<file path="config.mk">
export PLATFORM = sky130hd
export DESIGN_NAME = spi_link_top
export DESIGN_NICKNAME = d
export VERILOG_FILES = /design/src/spi_pkg.sv /design/src/spi_crc8.sv /design/src/spi_link_top.sv /design/src/spi_reg_bank.sv /design/src/spi_slave.sv
export SDC_FILE = /design/constraint.sdc
export NUM_CORES = 1
export LEC_CHECK = 0
export ABC_AREA = 1
export BUFFER_PORTS_ARGS = -buffer_cell sky130_fd_sc_hd__buf_2
export CORE_ASPECT_RATIO = 0.75
export CORE_MARGIN = 3
export CORE_UTILIZATION = 35
export CTS_BUF_LIST = sky130_fd_sc_hd__clkbuf_4 sky130_fd_sc_hd__clkbuf_8
export DETAILED_ROUTE_END_ITERATION = 7
export MAX_ROUTING_LAYER = met4
export PLACE_DENSITY = 0.54
export REMOVE_ABC_BUFFERS = 1
export SLEW_MARGIN = 10
export SYNTH_ARGS = -nofsm -noshare
export SYNTH_HDL_FRONTEND = slang
export SYNTH_SLANG_ARGS = --single-unit
</file>
<file path="constraint.sdc">
create_clock -name clk -period 3.6 [get_ports clk]
set_input_delay 0.18 -clock clk [delete_from_list [all_inputs] [get_ports clk]]
set_output_delay 0.18 -clock clk [all_outputs]
set_load 0.1 [all_outputs]
</file>
<file path="src/spi_pkg.sv">
package spi_pkg;

  // ======================================================================
  // data path geometry
  // ======================================================================

  // every SPI transfer unit and every register is one byte wide.
  localparam int byte_w = 8;

  // the register file is addressed by the low nibble of the command byte.
  localparam int addr_w = 4;
  localparam int reg_count = 1 << addr_w; // sixteen registers.

  // ======================================================================
  // command byte and CRC layout
  // ======================================================================

  // a set write flag makes the rest of the frame a write burst.
  localparam int cmd_write_bit = 7;

  // the receive CRC is one byte wide.
  localparam int crc_w = 8;

endpackage

</file>
<file path="src/spi_crc8.sv">
`timescale 1ns/10ps

// serial CRC over the MOSI bit stream, one bit per strobe, MSB of each byte first.
module spi_crc8 import spi_pkg::*; #(
  parameter logic [crc_w-1:0] crc_poly = 8'h07,
  parameter logic [crc_w-1:0] crc_init = 8'h00
) (
  input  logic             clk,
  input  logic             reset,
  input  logic             frame_idle,
  input  logic             bit_strobe,
  input  logic             mosi_bit,
  output logic [crc_w-1:0] crc_rx
);

  logic             feedback;
  logic [crc_w-1:0] crc_next;

  assign feedback = mosi_bit ^ crc_rx[crc_w-1]; // incoming bit meets the top bit.

  always_comb begin
    crc_next = {crc_rx[crc_w-2:0], 1'b0};
    if (feedback) begin
      crc_next = crc_next ^ crc_poly;
    end
  end

  // the CRC restarts at every frame boundary.
  always_ff @(posedge clk) begin
    if (reset || frame_idle) begin
      crc_rx <= crc_init;
    end else if (bit_strobe) begin
      crc_rx <= crc_next;
    end
  end

endmodule

</file>
<file path="src/spi_link_top.sv">
`timescale 1ns/10ps

module spi_link_top import spi_pkg::*; #(
  parameter logic [crc_w-1:0] crc_poly = 8'h07,
  parameter logic [crc_w-1:0] crc_init = 8'h00
) (
  input  logic              clk,
  input  logic              reset,
  input  logic              ena,
  input  logic              spi_clk,
  input  logic              spi_ss,
  input  logic              spi_mosi,
  output logic              spi_miso,
  output logic              rx_valid,
  output logic [byte_w-1:0] rx_byte,
  output logic [crc_w-1:0]  crc_rx
);

  logic              bit_strobe;
  logic              mosi_bit;
  logic              frame_idle;
  logic              tx_load;
  logic [byte_w-1:0] tx_byte;

  spi_slave u_spi_slave (
    .clk        (clk),
    .reset      (reset),
    .ena        (ena),
    .spi_clk    (spi_clk),
    .spi_ss     (spi_ss),
    .spi_mosi   (spi_mosi),
    .tx_byte    (tx_byte),
    .spi_miso   (spi_miso),
    .bit_strobe (bit_strobe),
    .mosi_bit   (mosi_bit),
    .frame_idle (frame_idle),
    .rx_valid   (rx_valid),
    .rx_byte    (rx_byte),
    .tx_load    (tx_load)
  );

  // the CRC sees the raw bit stream, not the assembled bytes.
  spi_crc8 #(
    .crc_poly (crc_poly),
    .crc_init (crc_init)
  ) u_spi_crc8 (
    .clk        (clk),
    .reset      (reset),
    .frame_idle (frame_idle),
    .bit_strobe (bit_strobe),
    .mosi_bit   (mosi_bit),
    .crc_rx     (crc_rx)
  );

  spi_reg_bank u_spi_reg_bank (
    .clk        (clk),
    .reset      (reset),
    .frame_idle (frame_idle),
    .rx_valid   (rx_valid),
    .rx_byte    (rx_byte),
    .tx_load    (tx_load),
    .tx_byte    (tx_byte)
  );

endmodule

</file>
<file path="src/spi_reg_bank.sv">
`timescale 1ns/10ps

module spi_reg_bank import spi_pkg::*; (
  input  logic              clk,
  input  logic              reset,
  input  logic              frame_idle,
  input  logic              rx_valid,
  input  logic [byte_w-1:0] rx_byte,
  input  logic              tx_load,
  output logic [byte_w-1:0] tx_byte
);

  logic [byte_w-1:0] regs [reg_count];
  logic              cmd_seen; // the command byte of this frame has arrived.
  logic              is_write;
  logic [addr_w-1:0] addr;
  logic [addr_w-1:0] addr_next;
  logic              cmd_byte;
  logic              data_write;
  logic              read_step;
  logic              cmd_write;
  logic [addr_w-1:0] cmd_addr;

  // ======================================================================
  // frame decoding
  // ======================================================================

  assign cmd_write = rx_byte[cmd_write_bit];
  assign cmd_addr = rx_byte[addr_w-1:0];
  assign addr_next = addr + 1'b1; // wraps from the last register to the first.

  assign cmd_byte = rx_valid & ~cmd_seen;
  assign data_write = rx_valid & cmd_seen & is_write;
  assign read_step = tx_load & cmd_seen & ~is_write;

  always_ff @(posedge clk) begin
    if (reset || frame_idle) begin
      cmd_seen <= 1'b0;
      is_write <= 1'b0;
      addr <= '0;
    end else if (cmd_byte) begin
      cmd_seen <= 1'b1;
      is_write <= cmd_write;
      addr <= cmd_addr;
    end else if (data_write || read_step) begin
      addr <= addr_next;
    end
  end

  // ======================================================================
  // register file
  // ======================================================================

  always_ff @(posedge clk) begin
    if (reset) begin
      for (int i = 0; i < reg_count; i++) begin
        regs[i] <= '0;
      end
    end else if (data_write && !frame_idle) begin
      regs[addr] <= rx_byte;
    end
  end

  // ======================================================================
  // transmit byte
  // ======================================================================

  // tx_byte looks one address ahead so that it is ready one cycle after
  // the strobe that moves the address.
  always_ff @(posedge clk) begin
    if (reset || frame_idle) begin
      tx_byte <= '0;
    end else if (cmd_byte) begin
      tx_byte <= cmd_write ? '0 : regs[cmd_addr]; // write frames send zeros.
    end else if (read_step) begin
      tx_byte <= regs[addr_next];
    end
  end

endmodule

</file>
<file path="src/spi_slave.sv">
`timescale 1ns/10ps

module spi_slave import spi_pkg::*; (
  input  logic              clk,
  input  logic              reset,
  input  logic              ena,
  input  logic              spi_clk,
  input  logic              spi_ss,
  input  logic              spi_mosi,
  input  logic [byte_w-1:0] tx_byte,
  output logic              spi_miso,
  output logic              bit_strobe,
  output logic              mosi_bit,
  output logic              frame_idle,
  output logic              rx_valid,
  output logic [byte_w-1:0] rx_byte,
  output logic              tx_load
);

  localparam int cnt_w = $clog2(byte_w);

  logic [2:0]        clk_sync; // two synchronizer stages plus the edge-detect copy.
  logic [1:0]        ss_sync;
  logic [1:0]        mosi_sync;
  logic              clk_rise;
  logic              clk_fall;
  logic              rise_strobe;
  logic [cnt_w-1:0]  rx_cnt;
  logic [cnt_w-1:0]  tx_cnt;
  logic [byte_w-1:0] rx_shift;
  logic [byte_w-1:0] tx_shift;

  // ======================================================================
  // input synchronizers and edge detection
  // ======================================================================

  always_ff @(posedge clk) begin
    if (reset) begin
      clk_sync <= '0;
      ss_sync <= '1; // the link starts out idle.
    end else begin
      clk_sync <= {clk_sync[1:0], spi_clk};
      ss_sync <= {ss_sync[0], spi_ss};
    end
  end

  always_ff @(posedge clk) begin
    mosi_sync <= {mosi_sync[0], spi_mosi};
    mosi_bit <= mosi_sync[1]; // stays aligned with bit_strobe.
  end

  assign frame_idle = ss_sync[1];
  assign clk_rise = clk_sync[1] & ~clk_sync[2];
  assign clk_fall = ~clk_sync[1] & clk_sync[2];

  // edges only count while enabled and inside a frame.
  always_ff @(posedge clk) begin
    if (reset) begin
      bit_strobe <= 1'b0;
      rise_strobe <= 1'b0;
    end else begin
      bit_strobe <= ena & clk_fall & ~frame_idle;
      rise_strobe <= ena & clk_rise & ~frame_idle;
    end
  end

  // ======================================================================
  // receive side
  // ======================================================================

  always_ff @(posedge clk) begin
    if (reset || frame_idle) begin
      rx_cnt <= '0;
      rx_shift <= '0; // a partial byte is dropped here.
      rx_valid <= 1'b0;
    end else begin
      rx_valid <= bit_strobe && (rx_cnt == cnt_w'(byte_w - 1));
      if (bit_strobe) begin
        rx_shift <= {rx_shift[byte_w-2:0], mosi_bit};
        rx_cnt <= rx_cnt + 1'b1; // wraps to zero after the eighth bit.
      end
    end
  end

  assign rx_byte = rx_shift;

  // ======================================================================
  // transmit side
  // ======================================================================

  assign tx_load = rise_strobe & (tx_cnt == '0);

  always_ff @(posedge clk) begin
    if (reset || frame_idle) begin
      tx_cnt <= '0;
    end else if (rise_strobe) begin
      tx_cnt <= tx_cnt + 1'b1;
    end
  end

  // the shifter clears on the first select stage, one cycle ahead of frame_idle.
  always_ff @(posedge clk) begin
    if (reset || ss_sync[0]) begin
      tx_shift <= '0;
    end else if (rise_strobe) begin
      tx_shift <= tx_load ? tx_byte : {tx_shift[byte_w-2:0], 1'b0};
    end
  end

  assign spi_miso = tx_shift[byte_w-1]; // already low by the time frame_idle rises.

endmodule

</file>
==> run_results.csv, run 1 <==
group,metric,value,unit
setup_path,regToRegEndpoint,"u_spi_reg_bank.regs[11][6]",
cells_and_area,layout-drive-gt1-share,7.28,%
floorplanning,ios,24,
yosys,synthesis.area,0.00984,sq mm
cells_and_area,syn_to_final_growth,7.22,%
min_path,min_path_type,"in2reg",
yosys,postSynthCellCount,1281,
setup_path,cp_max_fo,24,
yosys,synthMuxAreaShare,0,%
cells_and_area,antenna-diode-count,0,
min_path,whs_endpoint,"u_spi_slave.mosi_sync[0]",
yosys,synth_compound_area_share,4.68,%
cts,h-tree-depth,4,
cts,clkSinkCount,187,
routing,drc,0,
global_route,overflow,0,
placed_design,hpwl,21500,um
setup_path,rrSetupSlack,1.01,ns
min_path,worstHoldPathCells,2,
routing,vias_per_cell,5.20,
routing,ant_nets,0,
global_route,grt_max_degree,73,
yosys,ys_ff_latch,187,
setup_path,rr_worst_depth,5,
routing,routedWlPerCell,19.4,um
min_path,hp-start,"spi_mosi",
power_and_ir_drop,power.density,373,mW/mm^2
cells_and_area,final_common_cell,"nand2_1",
floorplanning,fp.dieW,200,um
yosys,synth.distinct_cells,32,
sta,maxSlewHeadroom,22.9,%
placed_design,placed_area,0.0101,sq mm
floorplanning,core,0.0273,sq mm
cells_and_area,nets,1278,
cts,post_cts_resized,0,
power_and_ir_drop,p_leak,0.00436,uW
setup_path,crit_type,"in2reg",
setup_path,critical_path_required,3.74,ns
setup_path,cp-end-kind,"flop",
yosys,ys_seq_area_share,51.1,%
power_and_ir_drop,vdd_ir_drop_max,220,uV
power_and_ir_drop,power,3940,uW
sta,report.final.slew_viol_count,0,
cts,cts_tree,"done",
cells_and_area,layout_common_cells,"nand2_1, nand3_1, inv_1",
floorplanning,die_y,151,um
setup_path,cp_data_arrival_time,2.75,ns
yosys,yosys.area_share.simple,31.9,%
sta,finalClockSkew,0.0185,ns
routing,wl,31500,um
yosys,avgSynthCellArea,7.68,sq um
sta,fin_setup_tns,0,ns
placed_design,io_buffer_count,23,
floorplanning,rows,52,
setup_path,cp-start-kind,"primary input",
routing,drt_first_pass_iters,7,
global_route,grt_pass1_vias,7940,
global_route,grt_use_total,22.1,%
floorplanning,initial_core_util,36.0,%
sta,finalCritPeriodShare,72.4,%
yosys,ys_warn_count,0,
cells_and_area,fin_area,0.0106,sq mm
outcome,status,"finished clean",
yosys,synth_adder_area_share,1.02,%
cts,clockRootBuffer,"clkbuf_8",
routing,vias,8462,
cts,clkLatencyLatePin,0.49,ns
cts,clk_pin_slew_worst_paths,0.10,ns
sta,setup_viol,0,
sta,hold_viol,0,
global_route,antenna_found_initial,0,
run,drv_cap,0,
sta,fmax,384,MHz
cts,cts.path.max_buffers,2,
floorplanning,die_area,0.0302,sq mm
setup_path,reg2reg_from,"u_spi_reg_bank.addr[0]",
yosys,synth_xor_area_share,0.865,%
cts,cts-buffers-inserted,17,
sta,rsz0062_at_grt,"no",
sta,tightest_slew,1.16,ns
global_route,grt_pass1_wl,48200,um
yosys,synth_top_family_by_area,"simple AND/OR/NAND/NOR gates",
routing,drt-initial-drc-count,1020,
sta,period_minus_slack,2.61,ns
placed_design,gp_congestion,0.965,
[cell usage after synthesis (all sizes together)]
cell type / number / area share [%]
a31oi: 1 / 0.064
a211oi: 1 / 0.076
nand2: 359 / 14
a21oi: 41 / 2.1
o31ai: 1 / 0.22
xor2: 6 / 0.61
inv: 172 / 6.6
dfxtp: 59 / 12
edfxtp: 128 / 39
ha: 8 / 1.0
buf: 41 / 2.3
nor4b: 1 / 0.089
nor3: 2 / 0.27
clkinv: 10 / 0.38
or2: 1 / 0.064
nand3: 229 / 12
o211ai: 8 / 0.61
clkbuf: 33 / 1.3
xnor2: 2 / 0.25
o21ai: 32 / 1.6
nor2: 146 / 5.7
[routing by layer]
metal  routed length [um]  global-route usage, %  share of wire [%]
met1                15400                   32.9                 49
met2                12700                   29.6                 40
met3                 2780                   5.69                8.8
met4                  656                   5.75                2.1
met5                    0                      -                  0
[worst max-delay path: stages]
cell and delay [ns]:
dlygate4sd3_1 0.53, buf_2 0.16, nor2_1 0.09, buf_4 0.28
nand2_1 0.20, nor2_1 0.63, nand2_2 0.30, nand2_1 0.36
[kinds of logic (layout without fill, tap and decap cells)]
kind of cell               count (synthesis)  count (layout)
DFF                                      187             187
buffers and inverters                    256             252
and+or+nand+nor                          738             738
AOI/OAI and AO/OA                         84              84
xor gates and xnor gates                   8               8
adders and majority gates                  8               8
[cell type report]
class / instances / area [sq um]
fillers: 2867 / 16800
flip-flops and latches: 187 / 5030
multi-input cells: 838 / 3780
inverters: 182 / 683
well taps: 351 / 439
clock buffers: 20 / 256
repair buffers: 38 / 245
clock inverters: 12 / 116
[worst max-delay path by stage]
stage | from | slack [ns] | end | cells after the start
2_1_floorplan | u_spi_reg_bank.addr[0] | -0.74 | u_spi_reg_bank.tx_byte[0] | 11
3_3_place_gp | u_spi_reg_bank.cmd_seen | 1.04 | u_spi_reg_bank.regs[15][3] | 6
3_5_place_dp | u_spi_reg_bank.cmd_seen | 1.05 | u_spi_reg_bank.regs[15][3] | 6
4_1_cts | u_spi_reg_bank.cmd_seen | 1.03 | u_spi_reg_bank.regs[15][7] | 6
5_1_grt | u_spi_reg_bank.is_write | 0.84 | u_spi_reg_bank.regs[11][0] | 6
6_report | reset | 0.99 | u_spi_reg_bank.regs[11][6] | 8
[flip-flops by register name, indices dropped and copies added (netlist names), 2 cells and up, named ones only]
register / flops
u_spi_reg_bank.regs: 128
u_spi_crc8.crc_rx: 8
u_spi_reg_bank.tx_byte: 8
u_spi_slave.rx_byte: 8
u_spi_slave.tx_shift: 8
u_spi_reg_bank.addr: 4
u_spi_slave.clk_sync: 3
u_spi_slave.rx_cnt: 3
u_spi_slave.tx_cnt: 3
u_spi_slave.mosi_sync: 2
u_spi_slave.ss_sync: 2
[stage by stage]
| step | std cells | setup WS (ns) | hold slack (ns) | util (%) |
|---|---|---|---|---|
| finish | 1628 | 0.993 | 0.337 | 38.6 |
| global route | 1628 | 0.843 | 0.326 | 38.6 |
| CTS | 1628 | 1.03 | 0.297 | 38.6 |
| detailed placement | 1589 | 1.05 | 0.295 | 37.0 |
| global placement | 1589 | 1.04 | 0.293 | 37.0 |
| floorplan | 1207 | -0.745 | 0.208 | - |
[power by group]
group	internal [uW]	switching [uW]	total [uW]
clock	580	810	1390
sequential	2350	22.7	2370
combinational	48.4	126	175
total	2980	959	3940
[what timing repair did]
action	CTS	global route
hold buffers	7	0
setup buffers	0	0
endpoints found under the hold margin	7	0
Note: power is estimated with default switching activity, not from simulation.
==> run 2: changes to the inputs <==
- PLACE_DENSITY: 0.54 -> 0.55
- clock period: 3.6 -> 2.2 ns (I/O delays scaled with it)
==> run 2 against run 1 <==
Compared with the run above: flip-flop and latch count did not move; setup slack got worse by 0.85 ns; clock-buffer cell count rose by 1; register-to-register slack got worse by 0.87 ns; via count rose by 1.3%; first-iteration DRC count fell by 0.59%; combinational power rose by 63%; design area rose by 4.4%; utilization rose by 1.7 points; largest power group unchanged.
==> run_results.csv, run 2 (synthesis gave the netlist of run 1 again) <==
group,metric,value,unit
cells_and_area,multi_input_area,0.00378,sq mm
cells_and_area,fin_area,0.0110,sq mm
cells_and_area,nFillCells,2822,
floorplanning,die_y,151,um
cts,clkSinkCount,187,
placed_design,io_buffer_count,23,
routing,drt_first_pass_iters,5,
routing,ant_nets,0,
global_route,grt_use_total,22.3,%
sta,rsz0062_at_grt,"no",
cts,cts.path.max_buffers,2,
setup_path,cp-end-kind,"flop",
floorplanning,fp.dieW,200,um
cells_and_area,ff_latch_area,0.00503,sq mm
floorplanning,ios,24,
outcome,status,"finished clean",
cells_and_area,antenna-diode-count,0,
cts,cts_tree,"done",
power_and_ir_drop,p_leak,0.00464,uW
global_route,grt_max_degree,73,
placed_design,placed_area,0.0105,sq mm
routing,vias_per_cell,5.11,
placed_design,hpwl,22600,um
routing,routedWlPerCell,19.0,um
global_route,grt_pass1_wl,48500,um
setup_path,cp_data_arrival_time,2.20,ns
sta,tightest_slew,0.829,ns
power_and_ir_drop,vdd_ir_drop_max,457,uV
floorplanning,die_area,0.0302,sq mm
sta,fmax,486,MHz
floorplanning,initial_core_util,36.0,%
run,drv_cap,0,
cts,clk_pin_slew_worst_paths,0.10,ns
sta,maxSlewHeadroom,44.5,%
global_route,antenna_found_initial,0,
global_route,grt_pass1_vias,7754,
floorplanning,core,0.0273,sq mm
cells_and_area,final_util,40.3,%
setup_path,cp-start-kind,"flop",
setup_path,critical_path_required,2.34,ns
min_path,min_path_type,"in2reg",
setup_path,cp_max_fo,8,
cts,h-tree-depth,4,
sta,fin_setup_tns,0,ns
sta,hold_viol,0,
floorplanning,rows,52,
sta,setup_viol,0,
cells_and_area,nets,1328,
sta,period_minus_slack,2.06,ns
setup_path,rrSetupSlack,0.14,ns
sta,report.final.slew_viol_count,0,
sta,finalClockSkew,0.0202,ns
cells_and_area,regMostFlops,"u_spi_reg_bank.regs",
cts,clockRootBuffer,"clkbuf_8",
routing,wl,31900,um
routing,vias,8568,
sta,finalCritPeriodShare,93.5,%
cts,cts-buffers-inserted,17,
cells_and_area,largest_register_ffs,128,
cells_and_area,layout-drive-gt1-share,10.9,%
cts,cts_setup_buffers,0,
cts,clkLatencyLatePin,0.48,ns
cells_and_area,layout_common_cells,"nand2_1, nand3_1, inv_1",
cells_and_area,final_common_cell,"nand2_1",
power_and_ir_drop,power.density,609,mW/mm^2
global_route,overflow,0,
routing,drc,0,
placed_design,gp_congestion,0.968,
cells_and_area,final_cells,1678,
placed_design,place_inst,1639,
setup_path,crit_type,"reg2reg",
cells_and_area,syn_to_final_growth,12.0,%
routing,drt-initial-drc-count,1014,
run 2: cell count changes in the layout (fill, tap and decap cells not counted), sizes merged:
cell and change:
buf +50, bufinv +2, clkbuf +1, clkinv -4, clkinvlp -1, inv +2
run 2: where the power goes:
part	internal (uW)	switching (uW)	leakage (uW)
clock	1250	1300	0.000226
sequential	3840	34.2	0.00175
combinational	82.7	202	0.00266
run 2: final cells by class:
cell class / count / area share (%)
Tap cell: 351 / 3.99
Timing Repair Buffer: 88 / 5.89
Clock inverter: 11 / 1.40
Inverter: 182 / 6.20
Clock buffer: 21 / 2.57
Sequential cell: 187 / 45.6
Multi-Input combinational cell: 838 / 34.3
run 2: critical path, stage by stage, from the launching register on:
cell and delay [ns]:
dfxtp_1 0.36, inv_1 0.11, nor3_2 0.22, nand2_1 0.20, nor2_1 0.38, nand2_2 0.14
nand2_1 0.30
run 2: metrics by stage:
step / setup slack, ns / hold slack [ns] / power, uW
after floorplan: -2.14 / 0.138 / 4120
after global placement: 0.199 / 0.215 / 4230
after detailed placement: 0.161 / 0.214 / 4230
after CTS: 0.140 / 0.250 / 6760
after global routing: 0.0317 / 0.260 / 6960
final: 0.144 / 0.282 / 6710
run 2: metal layers:
metal	part of all wire (%)	track usage, %
met2	41	30.6
met1	51	34.9
met4	1.0	3.66
met5	0	-
met3	6.8	3.58
run 2: worst paths after layout:
check,from,endpoint,cells past startpoint
min reg2reg,u_spi_slave.mosi_sync[0],u_spi_slave.mosi_sync[1],0
max,u_spi_reg_bank.cmd_seen,u_spi_reg_bank.regs[5][0],6
min,spi_mosi,u_spi_slave.mosi_sync[0],2
max reg2reg,u_spi_reg_bank.cmd_seen,u_spi_reg_bank.regs[5][0],6
run 2: timing repair:
| item | CTS | global route |
|---|---|---|
| resized for setup | 0 | 1 |
| hold buffers | 7 | 0 |
| hold endpoints to repair | 7 | 0 |
| endpoints found under the setup margin | 0 | 2 |
